`config.mk`:
```
export PLATFORM = sky130hd
export DESIGN_NAME = ship_link_top
export DESIGN_NICKNAME = d
export VERILOG_FILES = /design/src/logic/ship_link_pkg.sv /design/src/logic/buffer_port_if.sv /design/src/logic/packet_buffer.sv /design/src/logic/frame_receiver.sv /design/src/logic/game_exchange.sv /design/src/logic/frame_sender.sv /design/src/logic/ship_link_top.sv
export VERILOG_INCLUDE_DIRS = /design/src /design/src/logic
export SDC_FILE = /design/constraint.sdc
export NUM_CORES = 2
export LEC_CHECK = 0
export ABC_AREA = 1
export ABC_CLOCK_PERIOD_IN_PS = 7600
export BUFFER_PORTS_ARGS = -buffer_cell sky130_fd_sc_hd__buf_2
export CELL_PAD_IN_SITES_DETAIL_PLACEMENT = 1
export CELL_PAD_IN_SITES_GLOBAL_PLACEMENT = 1
export CORE_UTILIZATION = 25
export DETAILED_ROUTE_END_ITERATION = 7
export GPL_ROUTABILITY_DRIVEN = 0
export PLACE_DENSITY = 0.47
export RECOVER_POWER = 100
export SLEW_MARGIN = 10
export SYNTH_ARGS = -nofsm -noshare
export SYNTH_HDL_FRONTEND = slang
export SYNTH_SLANG_ARGS = --single-unit
```
`constraint.sdc`:
```
create_clock -name clk -period 7.6 [get_ports clk]
set_clock_uncertainty 0.1 [all_clocks]
set_input_delay 1.14 -clock clk [delete_from_list [all_inputs] [get_ports clk]]
set_output_delay 1.14 -clock clk [all_outputs]
set_load 0.02 [all_outputs]
```
`src/logic/ship_link_defines.svh`:
```
//----------------------------------------
// widths, depths and frame constants for the
// ship link, included by the RTL and the testbench
//----------------------------------------
`ifndef SHIP_LINK_DEFINES_SVH
`define SHIP_LINK_DEFINES_SVH

`define WORD_W        16
`define PB_ADDR_W     6
`define PB_DEPTH      64
`define MAC_W         48

`define RX_WORDS      11   // payload words used from a frame
`define TX_WORDS      5    // reply payload words

`define ETHER_TYPE    16'h0A0A
`define MASTER_MAC    48'h0000_0000_0000   // every reply goes here
`define PLAYER1_MAC   48'h0000_0000_0001   // player_number 0
`define PLAYER2_MAC   48'h0000_0000_0002   // player_number 1

`define PAIR_COUNT    28
`define CRYSTAL_COUNT 8

`endif

```
`src/logic/ship_link_pkg.sv`:
```
//----------------------------------------
// shared types for the ship link
// modules import it in their body and use
// scoped names in their port lists
//----------------------------------------
`default_nettype none
`include "ship_link_defines.svh"

package ship_link_pkg;

	typedef logic [`WORD_W-1:0] word_t;
	typedef logic [`PB_ADDR_W-1:0] pb_addr_t;
	typedef logic [`MAC_W-1:0] mac_t;   // three words on the wire

	typedef logic [3:0] power_t;   // one crystal pair level

	// index 0 is A-B, then A-C and so on up to G-H at the top
	typedef power_t [`PAIR_COUNT-1:0] power_set_t;

	typedef logic [2:0] crystal_link_t;
	typedef crystal_link_t [`CRYSTAL_COUNT-1:0] crystal_set_t;   // crystal 0 at index 0

	// a received payload word carries either four pair levels
	// or a plain value (sensor nibble, coordinate, checksum)
	typedef union packed {
		power_t [3:0] pwr;   // pwr[0] in the low nibble
		word_t raw;
	} rx_word_u;

endpackage

`default_nettype wire

```
`src/logic/buffer_port_if.sv`:
```
//----------------------------------------
// write and read ports of one packet buffer
// writer and reader views for the blocks,
// mem view for the buffer itself
//----------------------------------------
`timescale 1ns/10ps
`default_nettype none

interface buffer_port_if;
	import ship_link_pkg::*;

	logic wr_en;
	pb_addr_t wr_addr;
	word_t wr_data;
	pb_addr_t rd_addr;
	word_t rd_data;   // word at rd_addr, one clock later

	modport writer (output wr_en, output wr_addr, output wr_data);
	modport reader (output rd_addr, input rd_data);
	modport mem (input wr_en, input wr_addr, input wr_data, input rd_addr, output rd_data);
endinterface

`default_nettype wire

```
`src/logic/packet_buffer.sv`:
```
//----------------------------------------
// word-wide packet memory, one write port
// and a registered read port
//----------------------------------------
`timescale 1ns/10ps
`default_nettype none
`include "ship_link_defines.svh"

module packet_buffer (
	input logic clk,
	input logic rst_n,
	buffer_port_if.mem mem
);
	import ship_link_pkg::*;

	word_t store [`PB_DEPTH];

	always_ff @(posedge clk)
	begin
		if (mem.wr_en)
			store[mem.wr_addr] <= mem.wr_data;
		mem.rd_data <= store[mem.rd_addr];   // old word on a same-address write
	end

	// writers must stay inside the buffer and never drive an unknown address
	a_wr_in_range: assert property (@(posedge clk) disable iff (!rst_n)
		mem.wr_en |-> !$isunknown(mem.wr_addr) && (int'(mem.wr_addr) < `PB_DEPTH));

endmodule

`default_nettype wire

```
`src/logic/frame_receiver.sv`:
```
//----------------------------------------
// pops frames from the show-ahead rx FIFO,
// checks the destination against this player
// and stores matching payloads in the rx buffer
//----------------------------------------
`timescale 1ns/10ps
`default_nettype none
`include "ship_link_defines.svh"

module frame_receiver (
	input logic clk,
	input logic rst_n,
	input logic rx_empty,
	input ship_link_pkg::word_t rx_data,
	input logic player_number,
	input logic rx_lock,
	output logic rx_rd,
	output logic frame_found,
	buffer_port_if.writer pb
);
	import ship_link_pkg::*;

	typedef enum logic [1:0] {S_LEN, S_HDR, S_BODY, S_DONE} state_t;
	localparam int HDR_WORDS = 7;   // dst, src, type

	state_t state;
	word_t words_left;   // words of this frame still in the FIFO
	logic [2:0] hdr_idx;
	mac_t dst_mac;
	mac_t my_mac;
	word_t rx_swap;
	logic is_mine;
	logic [`PB_ADDR_W:0] wr_cnt;   // top bit set once the buffer is full

	assign my_mac = player_number ? `PLAYER2_MAC : `PLAYER1_MAC;
	assign rx_swap = {rx_data[7:0], rx_data[15:8]};   // MAC words arrive byte-swapped
	assign rx_rd = (state != S_DONE) && !rx_empty && !rx_lock;

	assign pb.wr_en = rx_rd && (state == S_BODY) && is_mine && (wr_cnt < `PB_DEPTH);
	assign pb.wr_addr = wr_cnt[`PB_ADDR_W-1:0];
	assign pb.wr_data = rx_data;

	always_ff @(posedge clk or negedge rst_n)
	begin
		if (!rst_n)
		begin
			state <= S_LEN;
			words_left <= '0;
			hdr_idx <= '0;
			dst_mac <= '0;
			is_mine <= 1'b0;
			wr_cnt <= '0;
			frame_found <= 1'b0;
		end
		else
		begin
			frame_found <= 1'b0;
			case (state)
				S_LEN:
				begin
					if (rx_rd)
					begin
						words_left <= rx_data >> 1;   // bytes to words
						hdr_idx <= '0;
						is_mine <= 1'b0;
						wr_cnt <= '0;
						state <= (rx_data[`WORD_W-1:1] == '0) ? S_DONE : S_HDR;
					end
				end
				S_HDR:
				begin
					if (rx_rd)
					begin
						words_left <= words_left - 1'b1;
						hdr_idx <= hdr_idx + 1'b1;
						if (hdr_idx < 3'd3)
							dst_mac <= {dst_mac[31:0], rx_swap};   // high word first
						if (hdr_idx == 3'd2)
							is_mine <= ({dst_mac[31:0], rx_swap} == my_mac);
						if (words_left == 1)
							state <= S_DONE;   // short frame, no payload
						else if (hdr_idx == HDR_WORDS - 1)
							state <= S_BODY;
					end
				end
				S_BODY:
				begin
					if (rx_rd)
					begin
						words_left <= words_left - 1'b1;
						if (pb.wr_en)
							wr_cnt <= wr_cnt + 1'b1;
						if (words_left == 1)
							state <= S_DONE;
					end
				end
				S_DONE:
				begin
					frame_found <= is_mine;   // other stations get nothing
					state <= S_LEN;
				end
				default: state <= S_LEN;
			endcase
		end
	end

	a_pop_only_when_allowed: assert property (@(posedge clk) disable iff (!rst_n)
		rx_rd |-> !rx_empty && !rx_lock);

endmodule

`default_nettype wire

```
`src/logic/game_exchange.sv`:
```
//----------------------------------------
// unpacks a received frame into the game
// outputs, packs the ship inputs into the tx
// buffer and starts the reply frame
//----------------------------------------
`timescale 1ns/10ps
`default_nettype none
`include "ship_link_defines.svh"

module game_exchange (
	input logic clk,
	input logic rst_n,
	input logic frame_found,
	input logic tx_idle,
	input ship_link_pkg::crystal_set_t crystal_links,
	input logic engines_on,
	input logic [1:0] engines_dir,
	input logic [1:0] sensor_move,
	input logic [7:0] sensor_step,
	input logic cannon_fire,
	input logic [9:0] cannon_power,
	input ship_link_pkg::word_t tx_checksum,
	output logic rx_lock,
	output logic send_start,
	output ship_link_pkg::power_set_t power_levels,
	output logic [3:0] sensor_report,
	output ship_link_pkg::word_t x_coord,
	output ship_link_pkg::word_t y_coord,
	output ship_link_pkg::word_t rx_checksum,
	buffer_port_if.reader rx_pb,
	buffer_port_if.writer tx_pb
);
	import ship_link_pkg::*;

	typedef enum logic [2:0] {
		G_IDLE, G_ADDR, G_TAKE, G_PACK, G_WAIT_TX, G_LAUNCH, G_WAIT_DONE
	} state_t;
	localparam int POWER_WORDS = `PAIR_COUNT / 4;   // four levels per word

	state_t state;
	pb_addr_t rd_idx;
	pb_addr_t wr_idx;
	rx_word_u rx_word;
	word_t tx_word;

	assign rx_pb.rd_addr = rd_idx;
	assign rx_word = rx_pb.rd_data;

	assign tx_pb.wr_en = (state == G_PACK);
	assign tx_pb.wr_addr = wr_idx;
	assign tx_pb.wr_data = tx_word;

	// reply payload, one word per buffer slot
	always_comb
	begin
		case (wr_idx)
			6'd0: tx_word = {crystal_links[0], crystal_links[1], crystal_links[2],
				crystal_links[3], engines_on, 3'b000};
			6'd1: tx_word = {crystal_links[4], crystal_links[5], crystal_links[6],
				crystal_links[7], engines_dir, 2'b00};
			6'd2: tx_word = {sensor_step, sensor_move, 6'b000000};
			6'd3: tx_word = {cannon_fire, cannon_power, 5'b00000};
			default: tx_word = tx_checksum;
		endcase
	end

	always_ff @(posedge clk or negedge rst_n)
	begin
		if (!rst_n)
		begin
			state <= G_IDLE;
			rd_idx <= '0;
			wr_idx <= '0;
			rx_lock <= 1'b0;
			send_start <= 1'b0;
			power_levels <= '0;
			sensor_report <= '0;
			x_coord <= '0;
			y_coord <= '0;
			rx_checksum <= '0;
		end
		else
		begin
			send_start <= 1'b0;
			case (state)
				G_IDLE:
				begin
					if (frame_found)
					begin
						rx_lock <= 1'b1;   // receiver keeps off the rx buffer
						rd_idx <= '0;
						state <= G_ADDR;
					end
				end
				G_ADDR: state <= G_TAKE;   // buffer registers the word
				G_TAKE:
				begin
					if (rd_idx < POWER_WORDS)
						power_levels[rd_idx*4 +: 4] <= rx_word.pwr;
					else if (rd_idx == POWER_WORDS)
						sensor_report <= rx_word.raw[3:0];
					else if (rd_idx == POWER_WORDS + 1)
						x_coord <= rx_word.raw;
					else if (rd_idx == POWER_WORDS + 2)
						y_coord <= rx_word.raw;
					else
						rx_checksum <= rx_word.raw;
					rd_idx <= rd_idx + 1'b1;
					if (rd_idx == `RX_WORDS - 1)
					begin
						rx_lock <= 1'b0;
						wr_idx <= '0;
						state <= G_PACK;
					end
					else
						state <= G_ADDR;
				end
				G_PACK:
				begin
					wr_idx <= wr_idx + 1'b1;
					if (wr_idx == `TX_WORDS - 1)
						state <= G_WAIT_TX;
				end
				G_WAIT_TX:
				begin
					if (tx_idle)
					begin
						send_start <= 1'b1;
						state <= G_LAUNCH;
					end
				end
				G_LAUNCH: state <= G_WAIT_DONE;   // sender leaves idle on this edge
				G_WAIT_DONE:
				begin
					if (tx_idle)
						state <= G_IDLE;
				end
				default: state <= G_IDLE;
			endcase
		end
	end

	// the sender must be free whenever a reply is launched
	a_start_when_idle: assert property (@(posedge clk) disable iff (!rst_n)
		send_start |-> tx_idle);

endmodule

`default_nettype wire

```
`src/logic/frame_sender.sv`:
```
//----------------------------------------
// writes the reply frame into the tx FIFO,
// header first, then the payload from the
// tx buffer, holding each word under full
//----------------------------------------
`timescale 1ns/10ps
`default_nettype none
`include "ship_link_defines.svh"

module frame_sender (
	input logic clk,
	input logic rst_n,
	input logic send_start,
	input logic tx_full,
	output logic tx_idle,
	output logic tx_wr,
	output ship_link_pkg::word_t tx_data,
	buffer_port_if.reader pb
);
	import ship_link_pkg::*;

	typedef enum logic [1:0] {T_IDLE, T_HDR, T_DATA} state_t;
	localparam int HDR_WORDS = 5;   // length, destination, type
	localparam mac_t DEST_MAC = `MASTER_MAC;

	state_t state;
	logic [2:0] hdr_idx;
	pb_addr_t pay_idx;
	logic data_adv;
	word_t hdr_word;

	assign tx_idle = (state == T_IDLE);
	assign tx_wr = (state != T_IDLE) && !tx_full;
	assign data_adv = (state == T_DATA) && tx_wr;
	// runs one ahead on a write so the next word is there a clock later
	assign pb.rd_addr = pay_idx + pb_addr_t'(data_adv);
	assign tx_data = (state == T_DATA) ? pb.rd_data : hdr_word;

	always_comb
	begin
		case (hdr_idx)
			3'd0: hdr_word = word_t'(`TX_WORDS * 2);   // byte count
			3'd1: hdr_word = DEST_MAC[47:32];
			3'd2: hdr_word = DEST_MAC[31:16];
			3'd3: hdr_word = DEST_MAC[15:0];
			default: hdr_word = `ETHER_TYPE;
		endcase
	end

	always_ff @(posedge clk or negedge rst_n)
	begin
		if (!rst_n)
		begin
			state <= T_IDLE;
			hdr_idx <= '0;
			pay_idx <= '0;
		end
		else
		begin
			case (state)
				T_IDLE:
				begin
					hdr_idx <= '0;
					pay_idx <= '0;   // word 0 prefetched during the header
					if (send_start)
						state <= T_HDR;
				end
				T_HDR:
				begin
					if (tx_wr)
					begin
						hdr_idx <= hdr_idx + 1'b1;
						if (hdr_idx == HDR_WORDS - 1)
							state <= T_DATA;
					end
				end
				T_DATA:
				begin
					if (tx_wr)
					begin
						pay_idx <= pay_idx + 1'b1;
						if (pay_idx == `TX_WORDS - 1)
							state <= T_IDLE;
					end
				end
				default: state <= T_IDLE;
			endcase
		end
	end

	a_no_write_when_full: assert property (@(posedge clk) disable iff (!rst_n)
		tx_wr |-> !tx_full);

endmodule

`default_nettype wire

```
`src/logic/ship_link_top.sv`:
```
//----------------------------------------
// game-side network link: rx FIFO in, game
// state out, ship state back through tx FIFO
//----------------------------------------
`timescale 1ns/10ps
`default_nettype none

module ship_link_top (
	input logic clk,
	input logic rst_n,
	input logic player_number,
	input logic rx_empty,   // show-ahead rx FIFO
	input ship_link_pkg::word_t rx_data,
	output logic rx_rd,
	input logic tx_full,
	output logic tx_wr,
	output ship_link_pkg::word_t tx_data,
	input ship_link_pkg::crystal_set_t crystal_links,
	input logic engines_on,
	input logic [1:0] engines_dir,
	input logic [1:0] sensor_move,
	input logic [7:0] sensor_step,
	input logic cannon_fire,
	input logic [9:0] cannon_power,
	input ship_link_pkg::word_t tx_checksum,
	output ship_link_pkg::power_set_t power_levels,
	output logic [3:0] sensor_report,
	output ship_link_pkg::word_t x_coord,
	output ship_link_pkg::word_t y_coord,
	output ship_link_pkg::word_t rx_checksum
);
	logic frame_found;
	logic rx_lock;
	logic send_start;
	logic tx_idle;

	buffer_port_if rx_port ();
	buffer_port_if tx_port ();

	packet_buffer rx_buf (.clk(clk), .rst_n(rst_n), .mem(rx_port.mem));
	packet_buffer tx_buf (.clk(clk), .rst_n(rst_n), .mem(tx_port.mem));

	frame_receiver receiver (
		.clk(clk),
		.rst_n(rst_n),
		.rx_empty(rx_empty),
		.rx_data(rx_data),
		.player_number(player_number),
		.rx_lock(rx_lock),
		.rx_rd(rx_rd),
		.frame_found(frame_found),
		.pb(rx_port.writer)
	);

	game_exchange exchange (
		.clk(clk),
		.rst_n(rst_n),
		.frame_found(frame_found),
		.tx_idle(tx_idle),
		.crystal_links(crystal_links),
		.engines_on(engines_on),
		.engines_dir(engines_dir),
		.sensor_move(sensor_move),
		.sensor_step(sensor_step),
		.cannon_fire(cannon_fire),
		.cannon_power(cannon_power),
		.tx_checksum(tx_checksum),
		.rx_lock(rx_lock),
		.send_start(send_start),
		.power_levels(power_levels),
		.sensor_report(sensor_report),
		.x_coord(x_coord),
		.y_coord(y_coord),
		.rx_checksum(rx_checksum),
		.rx_pb(rx_port.reader),
		.tx_pb(tx_port.writer)
	);

	frame_sender sender (
		.clk(clk),
		.rst_n(rst_n),
		.send_start(send_start),
		.tx_full(tx_full),
		.tx_idle(tx_idle),
		.tx_wr(tx_wr),
		.tx_data(tx_data),
		.pb(tx_port.reader)
	);

endmodule

`default_nettype wire

```
==> reports/qor.yml <==
cts_made_buffers: 287
ys.flop_type: "edfxtp_1"
initial_core_util_pct: 25.09
tightestPinTransition_ns: 4.243
slew_viol_final: 2852
ys_top_cells_by_area: "edfxtp_1, nand2_1, dfrtp_1"
instances_no_fill: 15150
cp_top_family: "buffers and inverters"
path_depth: 10
drt-total-wl_um: 369700
grt_pass1_vias: 71490
grt_max_degree: 165
wl_met1_um: 162200
cts-resized-gates: 0
fmax_mhz: 166.7
cp-endpoint: "tx_buf.store[34][0]"
wl_per_cell_um: 24.39
nets: 9811
p_clk_share_pct: 46.3
syn_area_um2: 98410
cts_sinks: 2334
ios: 267
r2r-start: "exchange.tx_pb.wr_addr[0]"
max_stage_delay_ns: 1.25
synth_top_area_share_pct: 62.49
yosys_warnings: 0
globalRouteTotalUtil_pct: 18.25
reg2reg_to: "tx_buf.store[34][0]"
top_layer_used: "met4"
area_growth_pct: 15.97
crit_path_start: "exchange.tx_pb.wr_addr[0]"
r2r_slack_ns: 1.60
setup.worst_path.end_class: "flip-flop"
netlist_top_cells_count: "nand2_1, edfxtp_1, nand3_1"
synth.most_common_cell: "nand2_1"
cap_violations: 93
violations: "max-capacitance violations, max-slew violations"
cp_slowest_cell: "clkbuf_2"
p_seq_share_pct: 50.0
fin_ws_ns: 1.602
die_w_um: 629.4
portBuffers: 266
crit_type: "reg2reg"
grt_pass1_wl_um: 530600
intPower_mw: 21.85
cts_max_level: 5
fp.dieH_um: 629.4
clock_path_buffers: 4
overflow: 0
drt_iter0_drc: 4713
cts_tree: "done"
comb_power_share_pct: 3.8
synthesis.nets: 9509
synth-seq-cells: 2334
finalSetupViolations: 0
power.density_nw_per_um2: 249.0
async_reset_ff_share_pct: 10.88
post-route-period-util_pct: 78.92
vias: 69340
cp.arrival_ns: 6.37
hold_class: "in2async"
swShare_pct: 23.10
seq_area_frac_synth_pct: 69.60
synth_edf_count: 2048
antenna_found_initial: 8
power_leakage_nw: 43.58
final_core_utilization_pct: 29.10
crit_fanout: 53
yosys.area.top_type: "edfxtp_1"
syn-instance-count: 9398
worst-r2r-cell-count: 10
core_um2: 392200
avgSynthCellArea_um2: 10.47
synth_cell_types: 47
period_minus_slack_ns: 5.998
cts_hold_buf: 0
relSlewSlack_pct: -182.9
clk_latency_ns: 0.93
setup-tns-final_ns: 0
dpl.hpwl_um: 219400
ant_nets: 0
clkTransAtPathRegs_ns: 0.06
status: "finished, violations left"
ir_drop_v: 0.0001704
placed_cells: 14630
critPathLaunchType: "flip-flop"
wl_met2_um: 186600
placementRows: 230
layout-drive-gt1-share_pct: 6.064
rsz0062_at_grt: "no"
postCtsSetupBuffers: 0
required_ns: 7.98
finalHoldViolCount: 0
path_cells: "clkinv_1 > ha_1 > inv_1 > nor3_1 > clkbuf_1 > nor2_1 > clkbuf_1 > nand2_1 > nor2_1 > clkbuf_2"
place_ws_ns: 2.348
drt-pass1-iter-count: 5
root_buffer: "clkbuf_16"
drc_errors: 0
dr_wl_met3_um: 10200
power_switching_mw: 6.563
die_area_um2: 396200
cp.buffers_inverters: 5
vias_per_cell: 4.576
[metrics by stage]
stage                     hold slack, ns  power (mW)  cell area [um^2]
after floorplan                   0.3255       14.98             98410
after global placement            0.3560       15.52            106500
after detailed placement          0.3621       15.56            106500
after CTS                         0.1312       28.83            115300
after global routing              0.1730       29.37            114100
final                             0.1804       28.41            114100
[layout by cell type, fill, tap and decap left out, types with 18 or more instances in the layout]
cell type  synthesis  routed
clkinv_2           0      36
dfrtp_1          254     252
inv_1            745     745
o21ai_1           66      24
o211ai_1          28      28
a21oi_1           77      77
clkbuf_1         278     434
o22ai_1           32      32
clkinv_1           7      71
buf_2            160      69
nand4_1           61      61
nor2_1           797     778
clkbuf_16          0     292
nand2_1         3104    3108
buf_4              3      57
ha_1              26      24
nor2_2             1      18
dfxtp_1           32      32
nor3_1            38      41
edfxtp_1        2048    2048
o21ai_0          475     538
nand3_1          996     997
[worst register-to-register path, delay by kind of cell, from the launching register on]
| kind | cells | cell delay, ns |
|---|---|---|
| buf+inv | 5 | 2.90 |
| fa+ha+maj | 1 | 0.29 |
| simple gates | 4 | 1.74 |
| flops | 1 | 0.48 |
[per-layer routing]
metal  GRT usage, %  up-vias
met5              0        -
met4          5.070        0
met3          1.757      469
met2          32.64     1051
met1          23.36    35820
li1               -    32000
[power groups by stage]
| stage | Combinational [mW] | Sequential [mW] | Clock [mW] |
|---|---|---|---|
| 6_report | 1.07 | 14.2 | 13.1 |
| 5_1_grt | 1.22 | 14.2 | 13.9 |
| 4_1_cts | 1.13 | 14.2 | 13.5 |
| 3_5_place_dp | 1.12 | 14.4 | 0 |
| 3_3_place_gp | 1.09 | 14.4 | 0 |
| 2_1_floorplan | 0.572 | 14.4 | 0 |
[cells by family after synthesis]
kind of cell / share of synthesized area, %
AO/OA/AOI/OAI: 3.890
buffers and inverters: 5.103
flip-flops: 69.60
adder cells (fa/ha/maj): 0.3306
AND/OR/NAND/NOR: 20.96
XOR/XNOR: 0.1157
[worst min path at each step]
stage	slack [ns]	start	to	depth (start not counted)
after floorplan	0.33	exchange.send_start	sender.state[0]	2
after global placement	0.36	exchange.send_start	sender.state[0]	2
after detailed placement	0.36	exchange.send_start	sender.state[0]	2
after CTS	0.13	rst_n	receiver.wr_cnt[6]	1
after global routing	0.17	rst_n	receiver.wr_cnt[0]	1
final	0.18	rst_n	receiver.wr_cnt[6]	1
[registers in the layout, indices dropped and copies added, names as in the netlist, 3 cells and up]
name / flops
rx_buf.store: 1024
tx_buf.store: 1024
exchange.power_levels: 112
receiver.dst_mac: 32
exchange.rx_checksum: 16
exchange.x_coord: 16
exchange.y_coord: 16
receiver.words_left: 16
rx_buf.mem.rd_data: 16
tx_buf.mem.rd_data: 16
receiver.wr_cnt: 7
exchange.rx_pb.rd_addr: 6
exchange.tx_pb.wr_addr: 6
sender.pay_idx: 6
exchange.sensor_report: 4
exchange.state: 3
receiver.hdr_idx: 3
sender.hdr_idx: 3
[cell type report]
cell class | count | area [um^2]
Antenna cell | 7 | 17.52
Clock buffer | 376 | 7692
Clock inverter | 140 | 1099
Fill cell | 44080 | 278100
Inverter | 764 | 2898
Multi-Input combinational cell | 5799 | 24900
Sequential cell | 2334 | 68500
Tap cell | 5220 | 6531
Timing Repair Buffer | 514 | 2489
Power figures use the tool's default switching activity.
